--- config.mk ---
export PLATFORM = sky130hd
export DESIGN_NAME = apuCore
export DESIGN_NICKNAME = d
export VERILOG_FILES = /design/src/logic/apuAudioPkg.sv /design/src/logic/apuRegPkg.sv /design/src/logic/channelWrite.sv /design/src/logic/apuCore.sv /design/src/logic/apuOutput.sv /design/src/logic/pulseChannel.sv /design/src/logic/frameSequencer.sv /design/src/logic/registerDecoder.sv
export SDC_FILE = /design/constraint.sdc
export NUM_CORES = 1
export LEC_CHECK = 0
export ABC_CLOCK_PERIOD_IN_PS = 4000
export BUFFER_PORTS_ARGS = -buffer_cell sky130_fd_sc_hd__buf_4
export CORE_ASPECT_RATIO = 0.8
export CORE_MARGIN = 2
export CORE_UTILIZATION = 50
export DETAILED_ROUTE_END_ITERATION = 12
export PLACE_DENSITY_LB_ADDON = 0.3
export SLEW_MARGIN = 10
export SYNTH_ARGS = -nofsm -noshare
export SYNTH_HDL_FRONTEND = slang
export SYNTH_HIERARCHICAL = 1
export SYNTH_SLANG_ARGS = --single-unit
--- constraint.sdc ---
create_clock -name clk -period 4 [get_ports clk]
set_input_delay 0 -clock clk [delete_from_list [all_inputs] [get_ports clk]]
set_output_delay 0 -clock clk [all_outputs]
set_load 0.005 [all_outputs]
--- src/logic/apuAudioPkg.sv ---
/* Audio widths and types of the pulse channels and the duty patterns */
`default_nettype none

package apuAudioPkg;

	typedef logic [3:0] ChannelSample;
	typedef logic [4:0] MixedSample;   // Sum of two channels
	typedef logic [3:0] EnvelopeLevel;
	typedef logic [10:0] TimerPeriod;

	// Bit n is the output at duty step n
	localparam logic [7:0] DutyPatterns [4] = '{
		8'b0000_0001, // 12.5 %
		8'b0000_0011, // 25 %
		8'b0000_1111, // 50 %
		8'b1111_1100  // 25 % inverted
	};

	localparam TimerPeriod MinAudiblePeriod = 11'd8; // Shorter periods are ultrasonic
	localparam EnvelopeLevel MaxEnvelope = 4'd15;

endpackage

`default_nettype wire

--- src/logic/apuRegPkg.sv ---
/* Register map of the pulse part of the sound unit
   Addresses, field positions and the length-counter load table */
`default_nettype none

package apuRegPkg;

	typedef logic [4:0] RegAddr;     // Offset from the unit base
	typedef logic [4:0] LengthIndex; // Bits 7 to 3 of register 3
	typedef logic [7:0] LengthCount;

	localparam RegAddr Pulse1Base = 5'h00;
	localparam RegAddr Pulse2Base = 5'h04;
	localparam RegAddr EnableAddr = 5'h15; // Channel enable bits
	localparam RegAddr FrameAddr = 5'h17;  // Frame sequencer restart

	// Register 0 of a channel
	localparam int HaltBit = 5;     // Also the envelope loop bit
	localparam int ConstantBit = 4;

	// Half of the load value, shifted left by one on use
	localparam logic [6:0] LengthTable [32] = '{
		7'h05, 7'h7f, 7'h0a, 7'h01,
		7'h14, 7'h02, 7'h28, 7'h03,
		7'h50, 7'h04, 7'h1e, 7'h05,
		7'h07, 7'h06, 7'h0d, 7'h07,
		7'h06, 7'h08, 7'h0c, 7'h09,
		7'h18, 7'h0a, 7'h30, 7'h0b,
		7'h60, 7'h0c, 7'h24, 7'h0d,
		7'h08, 7'h0e, 7'h10, 7'h0f
	};

endpackage

`default_nettype wire
--- src/logic/channelWrite.sv ---
/* Register write path from the decoder to one pulse channel */
`timescale 1ns/10ps
`default_nettype none

interface channelWrite;

	logic strobe;                     // One cycle per write
	logic [1:0] regIndex;
	logic [7:0] data;
	apuRegPkg::LengthCount lengthLoad; // Table value for a register 3 write

	modport source (output strobe, output regIndex, output data, output lengthLoad);
	modport sink (input strobe, input regIndex, input data, input lengthLoad);

endinterface

`default_nettype wire

--- src/logic/apuCore.sv ---
/* Top level of the pulse sound unit with decoder, frame sequencer,
   two pulse channels and the output stage */
`timescale 1ns/10ps
`default_nettype none

module apuCore #(
	parameter int QuarterFrameCycles = 3729
) (
	input wire logic clk,
	input wire logic reset,
	input wire logic ce,
	input wire logic write,
	input wire apuRegPkg::RegAddr addr,
	input wire logic [7:0] writeData,
	output apuAudioPkg::MixedSample sample,
	output logic [7:0] status
);

	logic [1:0] enable;
	logic restart;
	logic quarterClock;
	logic halfClock;
	apuAudioPkg::ChannelSample pulse1Sample;
	apuAudioPkg::ChannelSample pulse2Sample;
	logic pulse1Active;
	logic pulse2Active;

	channelWrite pulse1Write ();
	channelWrite pulse2Write ();

	registerDecoder decoder (
		.clk       (clk),
		.reset     (reset),
		.write     (write),
		.addr      (addr),
		.writeData (writeData),
		.pulse1    (pulse1Write),
		.pulse2    (pulse2Write),
		.enable    (enable),
		.restart   (restart)
	);

	frameSequencer #(
		.QuarterFrameCycles (QuarterFrameCycles)
	) sequencer (
		.clk          (clk),
		.reset        (reset),
		.ce           (ce),
		.restart      (restart),
		.quarterClock (quarterClock),
		.halfClock    (halfClock)
	);

	pulseChannel pulse1 (
		.clk          (clk),
		.reset        (reset),
		.ce           (ce),
		.regs         (pulse1Write),
		.enable       (enable[0]),
		.quarterClock (quarterClock),
		.halfClock    (halfClock),
		.sample       (pulse1Sample),
		.lengthActive (pulse1Active)
	);

	pulseChannel pulse2 (
		.clk          (clk),
		.reset        (reset),
		.ce           (ce),
		.regs         (pulse2Write),
		.enable       (enable[1]),
		.quarterClock (quarterClock),
		.halfClock    (halfClock),
		.sample       (pulse2Sample),
		.lengthActive (pulse2Active)
	);

	apuOutput outputStage (
		.clk          (clk),
		.reset        (reset),
		.pulse1Sample (pulse1Sample),
		.pulse2Sample (pulse2Sample),
		.pulse1Active (pulse1Active),
		.pulse2Active (pulse2Active),
		.sample       (sample),
		.status       (status)
	);

endmodule

`default_nettype wire

--- src/logic/apuOutput.sv ---
/* Registered mix of the two pulse samples and the status byte */
`timescale 1ns/10ps
`default_nettype none

module apuOutput (
	input wire logic clk,
	input wire logic reset,
	input wire apuAudioPkg::ChannelSample pulse1Sample,
	input wire apuAudioPkg::ChannelSample pulse2Sample,
	input wire logic pulse1Active,
	input wire logic pulse2Active,
	output apuAudioPkg::MixedSample sample,
	output logic [7:0] status
);

	apuAudioPkg::MixedSample mixed;

	// Linear sum, one bit wider than a channel
	assign mixed = apuAudioPkg::MixedSample'(pulse1Sample)
		+ apuAudioPkg::MixedSample'(pulse2Sample);

	always_ff @(posedge clk) begin
		if (reset) begin
			sample <= '0;
		end else begin
			sample <= mixed;
		end
	end

	assign status = {6'b00_0000, pulse2Active, pulse1Active}; // Upper bits unused

endmodule

`default_nettype wire

--- src/logic/pulseChannel.sv ---
/* Pulse channel with period timer, duty sequencer, volume envelope
   and length counter */
`timescale 1ns/10ps
`default_nettype none

module pulseChannel (
	input wire logic clk,
	input wire logic reset,
	input wire logic ce,
	channelWrite.sink regs,
	input wire logic enable,
	input wire logic quarterClock,
	input wire logic halfClock,
	output apuAudioPkg::ChannelSample sample,
	output logic lengthActive
);

	// Register fields
	logic [1:0] duty;
	logic loopHalt;      // Envelope loop and length halt share one bit
	logic constantVolume;
	apuAudioPkg::EnvelopeLevel volume;
	apuAudioPkg::TimerPeriod period;

	apuAudioPkg::TimerPeriod timer;
	logic [2:0] dutyPos;
	apuAudioPkg::EnvelopeLevel envDivider;
	apuAudioPkg::EnvelopeLevel envLevel;
	logic envStart;
	apuRegPkg::LengthCount length;

	assign lengthActive = (length != '0);

	always_ff @(posedge clk) begin
		if (reset) begin
			duty <= 2'd0;
			loopHalt <= 1'b0;
			constantVolume <= 1'b0;
			volume <= '0;
			period <= '0;
			timer <= '0;
			dutyPos <= 3'd0;
			envDivider <= '0;
			envLevel <= '0;
			envStart <= 1'b0;
			length <= '0;
		end else begin
			if (ce) begin
				if (timer == '0) begin
					timer <= period;
					dutyPos <= dutyPos - 1'b1; // One duty step per reload
				end else begin
					timer <= timer - 1'b1;
				end
			end

			if (quarterClock) begin
				if (envStart) begin
					envStart <= 1'b0;
					envLevel <= apuAudioPkg::MaxEnvelope;
					envDivider <= volume;
				end else if (envDivider == '0) begin
					envDivider <= volume;
					if (envLevel != '0)
						envLevel <= envLevel - 1'b1;
					else if (loopHalt)
						envLevel <= apuAudioPkg::MaxEnvelope; // Looping envelope
				end else begin
					envDivider <= envDivider - 1'b1;
				end
			end

			if (halfClock && length != '0 && !loopHalt)
				length <= length - 1'b1;

			// Writes override the counting above
			if (regs.strobe) begin
				case (regs.regIndex)
					2'd0: begin
						duty <= regs.data[7:6];
						loopHalt <= regs.data[apuRegPkg::HaltBit];
						constantVolume <= regs.data[apuRegPkg::ConstantBit];
						volume <= regs.data[3:0];
					end
					2'd2: period[7:0] <= regs.data;
					2'd3: begin
						period[10:8] <= regs.data[2:0];
						length <= regs.lengthLoad;
						envStart <= 1'b1;
						dutyPos <= 3'd0;
					end
					default: ; // Sweep register has no unit behind it
				endcase
			end

			if (!enable)
				length <= '0; // Disabled channel stays silent
		end
	end

	always_comb begin
		if (length == '0 || period < apuAudioPkg::MinAudiblePeriod
				|| !apuAudioPkg::DutyPatterns[duty][dutyPos]) begin
			sample = '0;
		end else begin
			sample = constantVolume ? volume : envLevel;
		end
	end

	// The enable register keeps the length counter cleared
	assert property (@(posedge clk) disable iff (reset) !enable |=> length == '0);

endmodule

`default_nettype wire

--- src/logic/frameSequencer.sv ---
/* Frame sequencer that divides ce into quarter-frame and half-frame pulses */
`timescale 1ns/10ps
`default_nettype none

module frameSequencer #(
	parameter int QuarterFrameCycles = 3729
) (
	input wire logic clk,
	input wire logic reset,
	input wire logic ce,
	input wire logic restart,
	output logic quarterClock,
	output logic halfClock
);

	localparam int CountWidth = $clog2(QuarterFrameCycles + 1);
	localparam logic [CountWidth-1:0] LastCount = CountWidth'(QuarterFrameCycles - 1);

	logic [CountWidth-1:0] divider;
	logic halfPhase; // Set between the first and second quarter of a half frame

	assign quarterClock = ce && !restart && (divider == LastCount);
	assign halfClock = quarterClock && halfPhase;

	always_ff @(posedge clk) begin
		if (reset || restart) begin
			divider <= '0;
			halfPhase <= 1'b0;
		end else if (ce) begin
			if (divider == LastCount) begin
				divider <= '0;
				halfPhase <= !halfPhase;
			end else begin
				divider <= divider + 1'b1;
			end
		end
	end

	assert property (@(posedge clk) disable iff (reset) halfClock |-> quarterClock);

endmodule

`default_nettype wire

--- src/logic/registerDecoder.sv ---
/* CPU write decoder with the channel enable register and the
   frame sequencer restart strobe */
`timescale 1ns/10ps
`default_nettype none

module registerDecoder (
	input wire logic clk,
	input wire logic reset,
	input wire logic write,
	input wire apuRegPkg::RegAddr addr,
	input wire logic [7:0] writeData,
	channelWrite.source pulse1,
	channelWrite.source pulse2,
	output logic [1:0] enable,
	output logic restart
);

	apuRegPkg::LengthIndex lengthIndex;
	apuRegPkg::LengthCount lengthLoad;

	assign lengthIndex = writeData[7:3];
	assign lengthLoad = {apuRegPkg::LengthTable[lengthIndex], 1'b0};

	// Each channel owns four registers
	assign pulse1.strobe = write && (addr[4:2] == apuRegPkg::Pulse1Base[4:2]);
	assign pulse1.regIndex = addr[1:0];
	assign pulse1.data = writeData;
	assign pulse1.lengthLoad = lengthLoad;

	assign pulse2.strobe = write && (addr[4:2] == apuRegPkg::Pulse2Base[4:2]);
	assign pulse2.regIndex = addr[1:0];
	assign pulse2.data = writeData;
	assign pulse2.lengthLoad = lengthLoad;

	assign restart = write && (addr == apuRegPkg::FrameAddr);

	always_ff @(posedge clk) begin
		if (reset) begin
			enable <= 2'b00;
		end else if (write && addr == apuRegPkg::EnableAddr) begin
			enable <= writeData[1:0]; // Bit 0 is pulse 1
		end
	end

	// A write lands in at most one channel
	assert property (@(posedge clk) disable iff (reset) !(pulse1.strobe && pulse2.strobe));

endmodule

`default_nettype wire

==> results.cfg, run 1 <==
[finish]
mostFrequentLayoutCell = dfxtp_1
diodes = 0
utilization_pct = 56.4
nNetsFinal = 834
syn2layout_area_growth_pct = 10.9
fin_area_sq_um = 7590
layout-drive-gt1-share_pct = 10.3
final_cell_mix = 120 x dfxtp_1, 114 x nor2_1, 51 x mux2i_1, 42 x inv_1, 35 x nand2_1

[synth]
ys_types = 74
synth-seq-cells = 120
syn_area_per_cell_sq_um = 8.60
syn_area_sq_um = 6850
ys_warn_count = 6
synth-seq-area-share_pct = 35.1
synth_flop_cell = dfxtp_1
async_reset_ff_share_pct = 0
synthCells = 796
synth-edff-count = 0

[hold_path]
min_path_cells = 4
hold_path.class = in -> reg

[critical_path]
cp-start-kind = register
cp-end-kind = register
slowest_stage = or4_4
critPathMaxFanout = 7
cpLargestDelayFamily = simple AND/OR/NAND/NOR gates
cpPeakStageDelay_ns = 0.57
path_buf_inv = 0
crit_chain = or4b_1, or4_4, nor2_1, and2_1, or4b_1, a2111oi_2, xnor2_1, a211oi_1
worstPathArrival_ns = 3.59
reg2reg_depth = 8
critical_path_class = reg -> reg
cpMostUsedCell = or4b_1
crit_cells = 8
required_ns = 4.31

[timing]
worst_slew_pin_slew_ns = 0.771
rsz0062_at_grt = no
slew_headroom_pct = 48.4
setup_viol = 0
min_period_over_period_pct = 81.9
hold_slack_ns = 0.0224
slew_viol_final = 0
fmax_ghz = 0.305
hold_viol_final = 0
min_period_ns = 3.28
clock-skew-final_ns = 0.00957
tns_ns = 0

[floorplanning]
std_cell_rows = 38
fp.dieH_microns = 109
ios = 30
core_sq_um = 13500
die_w_microns = 135
die_area_sq_um = 14700
initial_utilization_pct = 50.9

[route]
wl_microns = 15500
remaining_drc_errors = 0
viasPerCell = 5.82
wl_per_cell_microns = 15.8
drt_iter0_drc = 382
postRouteAntennaNets = 0
vias = 5707
firstDrtPassIters = 5

[clock_tree]
clockRootBuffer = clkbuf_16
clock-sinks = 120
clk_latency_ns = 0.41
path_clk_slew_ns = 0.05
cts_tree = yes
cts_buffers = 17
htreeDepth = 4
post-cts-setup-buffers = 0
cts_max_path_buffers = 2

[power]
ir_worst_vdd_uv = 280
powerDensity_nw_per_um2 = 542
p_leak_nw = 2.86

[grt]
globalRoute.totalOverflow = 0
grt_antenna_before_repair = 0
track_usage_pct = 22.0
grt_max_degree = 66
grt_pass1_wl_microns = 25400
first_global_vias = 5297

[run_status]
status = complete, no violations

[placed_design]
port_buffers = 23
dpl-instance-area_sq_um = 6850
hpwlAfterDp_microns = 10600
gp_congestion = 0.880

[run]
drv_cap = 0
-- kinds of logic (layout without fill, tap and decap cells) --
family	count (synthesis)	in the layout	synth area share, %
AO/OA/AOI/OAI	146	146	14.9
XOR/XNOR	27	27	3.45
adder cells (fa/ha/maj)	29	29	5.41
buffers and inverters	113	111	9.01
flip-flops	120	120	35.1
multiplexers	54	54	7.95
other	2	8	0.110
AND/OR/NAND/NOR	305	305	24.1
-- metal layers --
metal / up-vias / track usage (%) / wire length [microns]
li1: 2803 / - / -
met1: 2764 / 29.3 / 7450
met2: 124 / 34.5 / 7100
met3: 16 / 6.42 / 787
met4: 0 / 6.99 / 131
met5: - / 0 / 0
-- stage by stage --
| step | total power (W) | cells | setup slack, ns |
|---|---|---|---|
| finish | 0.00412 | 980 | 0.724 |
| CTS | 0.00413 | 980 | 0.735 |
| global route | 0.00433 | 980 | 0.559 |
| floorplan | 0.00233 | 802 | 0.878 |
| global placement | 0.00240 | 939 | 0.832 |
| detailed placement | 0.00245 | 939 | 0.804 |
-- cell usage after synthesis (5+ instances only) --
| cell type | instances | area share (%) |
|---|---|---|
| nor4_1 | 21 | 1.9 |
| a21oi_1 | 33 | 2.4 |
| o21ai_0 | 15 | 1.1 |
| or2_2 | 5 | 0.46 |
| a31oi_1 | 8 | 0.73 |
| nor2_1 | 114 | 6.2 |
| a211oi_1 | 18 | 2.0 |
| xor2_1 | 5 | 0.64 |
| nand3b_1 | 9 | 0.99 |
| ha_1 | 28 | 5.1 |
| buf_4 | 38 | 4.2 |
| nor4b_1 | 6 | 0.77 |
| nor2b_1 | 13 | 1.2 |
| a2111oi_0 | 6 | 0.77 |
| nand4_1 | 6 | 0.55 |
| a311oi_1 | 6 | 0.77 |
| or3_1 | 6 | 0.55 |
| o21a_1 | 11 | 1.2 |
| nand3_1 | 13 | 0.95 |
| or4_1 | 7 | 0.77 |
| inv_1 | 42 | 2.3 |
| nand2_1 | 35 | 1.9 |
| mux2i_1 | 51 | 7.5 |
| buf_1 | 6 | 0.33 |
| a22oi_1 | 7 | 0.77 |
| o22ai_1 | 7 | 0.64 |
| dfxtp_1 | 120 | 35 |
| xnor2_1 | 22 | 2.8 |
| nor3_1 | 19 | 1.4 |
| nand2b_1 | 19 | 1.7 |
| clkbuf_1 | 19 | 1.0 |
-- worst reg2reg max path: cells and delay by family (launching register included) --
kind / cells / cell delay (ns)
AND/OR/NAND/NOR: 5 / 2.05
AO/OA/AOI/OAI: 2 / 0.66
flip-flops: 1 / 0.35
XOR/XNOR: 1 / 0.12
-- report_power, final --
| part | total (W) | internal, W | switching [W] |
|---|---|---|---|
| Clock | 0.00166 | 0.00115 | 0.000511 |
| Combinational | 0.000999 | 0.000429 | 0.000571 |
| Sequential | 0.00146 | 0.00131 | 0.000149 |
-- flip-flops by register name, indices dropped and copies added (netlist names), 3 cells and up --
register,cells
outputStage/sample,5
pulse1/dutyPos,3
pulse1/envDivider,4
pulse1/envLevel,4
pulse1/length,8
pulse1/period,11
pulse1/timer,11
pulse1/volume,4
pulse2/dutyPos,3
pulse2/envDivider,4
pulse2/envLevel,4
pulse2/length,8
pulse2/period,11
pulse2/timer,11
pulse2/volume,4
sequencer/divider,12
-- cell type report --
type | instances | area, sq um
repair buffers | 38 | 310
multi-input cells | 569 | 3850
inverters | 42 | 158
clock buffers | 23 | 478
clock inverters | 8 | 168
fillers | 1169 | 5860
flip-flops and latches | 120 | 2400
well taps | 180 | 225
-- timing repair --
| item | in CTS | in global routing |
|---|---|---|
| resized for setup | 0 | 0 |
| hold buffers | 10 | 0 |
| hold endpoints to repair | 34 | 0 |
-- final timing paths --
| path | startpoint | to | slack, ns |
|---|---|---|---|
| worst max-delay path | sequencer/divider[2] | pulse1/length[7] | 0.72 |
| worst min-delay path | addr[0] | decoder/enable[1] | 0.02 |
| worst max register to register | sequencer/divider[2] | pulse1/length[7] | 0.72 |
| worst min register to register | pulse1/period[10] | pulse1/period[10] | 0.48 |
Power figures use the tool's default switching activity.
==> run 2, diff against run 1 <==
--- a/config.mk
+++ b/config.mk
@@ -5,7 +5,7 @@
 export SDC_FILE = /design/constraint.sdc
 export NUM_CORES = 1
 export LEC_CHECK = 0
-export ABC_CLOCK_PERIOD_IN_PS = 4000
+export ABC_CLOCK_PERIOD_IN_PS = 2900
 export BUFFER_PORTS_ARGS = -buffer_cell sky130_fd_sc_hd__buf_4
 export CORE_ASPECT_RATIO = 0.8
 export CORE_MARGIN = 2
==> constraint.sdc (replaced) <==
create_clock -name clk -period 2.9 [get_ports clk]
set_input_delay 0 -clock clk [delete_from_list [all_inputs] [get_ports clk]]
set_output_delay 0 -clock clk [all_outputs]
set_load 0.005 [all_outputs]
==> results.cfg, run 2 (same netlist as run 1, synthesis figures left out) <==
[run_status]
status = complete, no violations

[route]
firstDrtPassIters = 7
wl_per_cell_microns = 15.9
vias = 5758
wl_microns = 15900
drt_iter0_drc = 329
postRouteAntennaNets = 0
remaining_drc_errors = 0
viasPerCell = 5.79

[timing]
slew_viol_final = 0
hold_viol_final = 0
worst_slew_pin_slew_ns = 0.690
fmax_ghz = 0.355
min_period_over_period_pct = 97.2
setup_viol = 0
tns_ns = 0
clock-skew-final_ns = 0.00836
slew_headroom_pct = 53.5
min_period_ns = 2.82
worst_slack_ns = 0.0824
rsz0062_at_grt = yes
hold_slack_ns = 0.0331

[critical_path]
rr_endpoint = pulse1/length[7]
cp-end-kind = register
reg2reg_depth = 8
r2r_setup_slack_ns = 0.08
cpPeakStageDelay_ns = 0.53
slowest_stage = or4_4
crit_chain = or4b_1, or4_4, nor2_4, and2_4, or4b_4, a2111oi_4, xnor2_1, a211oi_1
cp-start-kind = register
worstPathArrival_ns = 3.15
critPathMaxFanout = 3
r2r-start = sequencer/divider[2]
required_ns = 3.23
critical_path_class = reg -> reg

[floorplanning]
die_area_sq_um = 14700
die_w_microns = 135
initial_utilization_pct = 50.9
fp.dieH_microns = 109
ios = 30
std_cell_rows = 38
core_sq_um = 13500

[finish]
stdcell_count = 995
largest_register = sequencer/divider
syn2layout_area_growth_pct = 12.6
final_cell_mix = 120 x dfxtp_1, 113 x nor2_1, 51 x mux2i_1, 42 x inv_1, 42 x buf_4
utilization_pct = 57.3
diodes = 0
layout-drive-gt1-share_pct = 13.3
mostFrequentLayoutCell = dfxtp_1
largest_register_ffs = 12
nNetsFinal = 848

[run]
drv_cap = 0

[grt]
first_global_vias = 5332
grt_antenna_before_repair = 0
grt_pass1_wl_microns = 26300
globalRoute.totalOverflow = 0
track_usage_pct = 22.7
grt_max_degree = 68

[placed_design]
hpwlAfterDp_microns = 11000
placed_cells = 950
gp_congestion = 0.842
dpl_worst_slack_ns = -0.00535
port_buffers = 23

[hold_path]
min_path_cells = 4
holdCritStartpoint = addr[0]
worstHoldEndpoint = decoder/enable[0]
hold_path.class = in -> reg

[clock_tree]
clk_latency_ns = 0.42
htreeDepth = 4
clock-sinks = 120
cts_tree = yes
clockRootBuffer = clkbuf_16
cts_max_path_buffers = 2
path_clk_slew_ns = 0.06
cts_buffers = 17

[power]
ir_worst_vdd_uv = 470
p_leak_nw = 2.90
powerDensity_nw_per_um2 = 716
## run 2: area by class of cell
class                      instances  area, sq um
clock buffer                      17          425
clock inverter                    15          179
fill                            1209         5740
inverter                          42          158
multi-input combinational        569         3910
sequential                       120         2400
tap                              180          225
timing repair buffer              52          415
## run 2: repair_timing
item | in CTS | in global routing
gates resized for setup | 3 | 4
hold buffers | 10 | 0
endpoints found under the hold margin | 35 | 0
buffers inserted | 0 | 3
gates cloned | 0 | 0
endpoints found under the setup margin | 2 | 9
pin swaps | 0 | 4
## run 2: power by group
| part | internal, W | switching (W) | leakage, nW |
|---|---|---|---|
| Clock | 0.00135 | 0.000794 | 0.285 |
| Sequential | 0.00180 | 0.000206 | 0.970 |
| Combinational | 0.000594 | 0.000777 | 1.65 |
| Total | 0.00375 | 0.00178 | 2.90 |
## run 2: worst max-delay path by stage
| stage | startpoint | slack, ns | cells past startpoint | to |
|---|---|---|---|---|
| finish | sequencer/divider[2] | 0.08 | 8 | pulse1/length[7] |
| floorplan | sequencer/divider[2] | 0.004 | 8 | pulse1/length[7] |
| global placement | sequencer/divider[2] | 0.06 | 9 | pulse1/length[1] |
| detailed placement | sequencer/divider[2] | -0.005 | 8 | pulse1/length[7] |
| CTS | sequencer/divider[2] | 0.03 | 9 | pulse1/length[1] |
| global route | sequencer/divider[2] | -0.07 | 8 | pulse1/length[7] |
## run 2: metrics by stage
stage          total power (W)  cell area (sq um)
2_1_floorplan          0.00321               6890
3_3_place_gp           0.00330               6940
3_5_place_dp           0.00336               6940
4_1_cts                0.00554               7670
5_1_grt                0.00583               7710
6_report               0.00553               7710
## run 2: routing by layer
layer | part of all wire, % | wire, microns | track usage, %
met1 | 46 | 7320 | 28.7
met3 | 4.8 | 769 | 5.67
met4 | 1.2 | 186 | 5.79
met2 | 48 | 7580 | 38.9
met5 | 0 | 0 | 0
## run 2: worst max-delay path: cells and delay by family, from the launching register on
kind | cells | cell delay, ns
compound gates | 2 | 0.55
xor+xnor | 1 | 0.10
flops | 1 | 0.30
simple gates | 5 | 1.78
==> run 3, diff against run 2 <==
--- a/config.mk
+++ b/config.mk
@@ -12,6 +12,7 @@
 export CORE_UTILIZATION = 50
 export DETAILED_ROUTE_END_ITERATION = 12
 export PLACE_DENSITY_LB_ADDON = 0.3
+export SETUP_SLACK_MARGIN = 0.5
 export SLEW_MARGIN = 10
 export SYNTH_ARGS = -nofsm -noshare
 export SYNTH_HDL_FRONTEND = slang
==> results.cfg, run 3 (same netlist as run 1, synthesis figures left out) <==
[timing]
tns_ns = 0
rsz0062_at_grt = yes
slew_viol_final = 0
slew_headroom_pct = 45.5
clock-skew-final_ns = 0.00785
min_period_ns = 2.68
setup_viol = 0
hold_slack_ns = 0.0224
min_period_over_period_pct = 92.5
worst_slew_pin_slew_ns = 0.816
fmax_ghz = 0.373
hold_viol_final = 0

[route]
drt_iter0_drc = 439
firstDrtPassIters = 6
remaining_drc_errors = 0
viasPerCell = 5.89
postRouteAntennaNets = 0
vias = 5957
wl_per_cell_microns = 16.9
wl_microns = 17100

[critical_path]
slowest_stage = or4b_1
critPathMaxFanout = 3
cp-start-kind = register
cpPeakStageDelay_ns = 0.52
cp-end-kind = register
crit_chain = or4b_1, or4_4, nor2_4, and2_4, or4b_4, a2111oi_4, xnor2_1, a211oi_1
reg2reg_depth = 8
critical_path_class = reg -> reg
path_buf_inv = 0
crit_cells = 8
required_ns = 3.23
worstPathArrival_ns = 3.01
cpLargestDelayFamily = simple AND/OR/NAND/NOR gates

[clock_tree]
htreeDepth = 4
cts_buffers = 17
clockRootBuffer = clkbuf_16
cts_max_path_buffers = 2
clock-sinks = 120
cts_tree = yes
clk_latency_ns = 0.42
path_clk_slew_ns = 0.05

[finish]
utilization_pct = 62.1
mostFrequentLayoutCell = dfxtp_1
nNetsFinal = 865
largest_register = sequencer/divider
largest_register_ffs = 12
syn2layout_area_growth_pct = 22.0
layout-drive-gt1-share_pct = 22.0
final_cell_mix = 111 x dfxtp_1, 107 x nor2_1, 51 x mux2i_1, 51 x buf_4, 38 x inv_1
fin_area_sq_um = 8360
fillers = 1054
diodes = 0

[placed_design]
gp_congestion = 0.886
port_buffers = 23
dpl-instance-area_sq_um = 7030
hpwlAfterDp_microns = 10900

[hold_path]
hold_path.class = in -> reg
min_path_cells = 3

[floorplanning]
core_sq_um = 13500
die_w_microns = 135
initial_utilization_pct = 50.9
die_area_sq_um = 14700
std_cell_rows = 38
fp.dieH_microns = 109
ios = 30

[run_status]
status = complete, no violations

[power]
p_leak_nw = 3.10
powerDensity_nw_per_um2 = 663
ir_worst_vdd_uv = 423
power_w = 0.00554

[grt]
grt_pass1_wl_microns = 26600
first_global_vias = 5497
track_usage_pct = 22.9
grt_max_degree = 60
grt_antenna_before_repair = 0
globalRoute.totalOverflow = 0

[run]
drv_cap = 0
-- run 3: layout make-up --
| cell class | count | area [sq um] | share of cell area, % |
|---|---|---|---|
| multi-input combinational | 569 | 4360 | 52.2 |
| sequential | 120 | 2420 | 28.9 |
| timing repair buffer | 69 | 613 | 7.34 |
| clock buffer | 23 | 488 | 5.84 |
| tap | 180 | 225 | 2.70 |
| inverter | 42 | 158 | 1.89 |
| clock inverter | 8 | 95.1 | 1.14 |
-- run 3: tightest hold or removal path, cell delays in order --
cell and delay, ns:
buf_4 0.19, mux2i_1 0.14, nor2_1 0.05
-- run 3: per-stage QoR --
stage / setup slack, ns / instances
detailed placement: 0.0443 / 953
global route: 0.108 / 1011
floorplan: 0.0929 / 802
finish: 0.219 / 1011
global placement: 0.0958 / 953
CTS: 0.189 / 1002
-- run 3: final timing paths --
path                             start  slack [ns]          endpoint
hold / removal            writeData[5]        0.02  pulse1/period[5]
setup reg to reg  sequencer/divider[2]        0.22  pulse1/length[7]
setup / recovery  sequencer/divider[2]        0.22  pulse1/length[7]
hold reg to reg       pulse1/period[8]        0.47  pulse1/period[8]
-- run 3: routing by layer --
| layer | global-route usage [%] | routed length (microns) | vias up |
|---|---|---|---|
| met5 | 0 | 0 | - |
| met4 | 6.99 | 171 | 0 |
| met3 | 5.30 | 1010 | 16 |
| met2 | 36.6 | 7870 | 188 |
| met1 | 31.1 | 8010 | 2885 |
| li1 | - | - | 2868 |
-- run 3: power by group --
group / total [W] / internal [W] / switching (W)
clock network: 0.00208 / 0.00134 / 0.000734
registers: 0.00201 / 0.00180 / 0.000209
logic: 0.00145 / 0.000638 / 0.000815
-- run 3: repair_timing --
item,CTS,global route
pin swaps,20,42
cloned,0,2
hold buffers,10,0
resized for setup,36,62
setup buffers,8,7
setup endpoints to repair,30,30
hold endpoints to repair,35,0
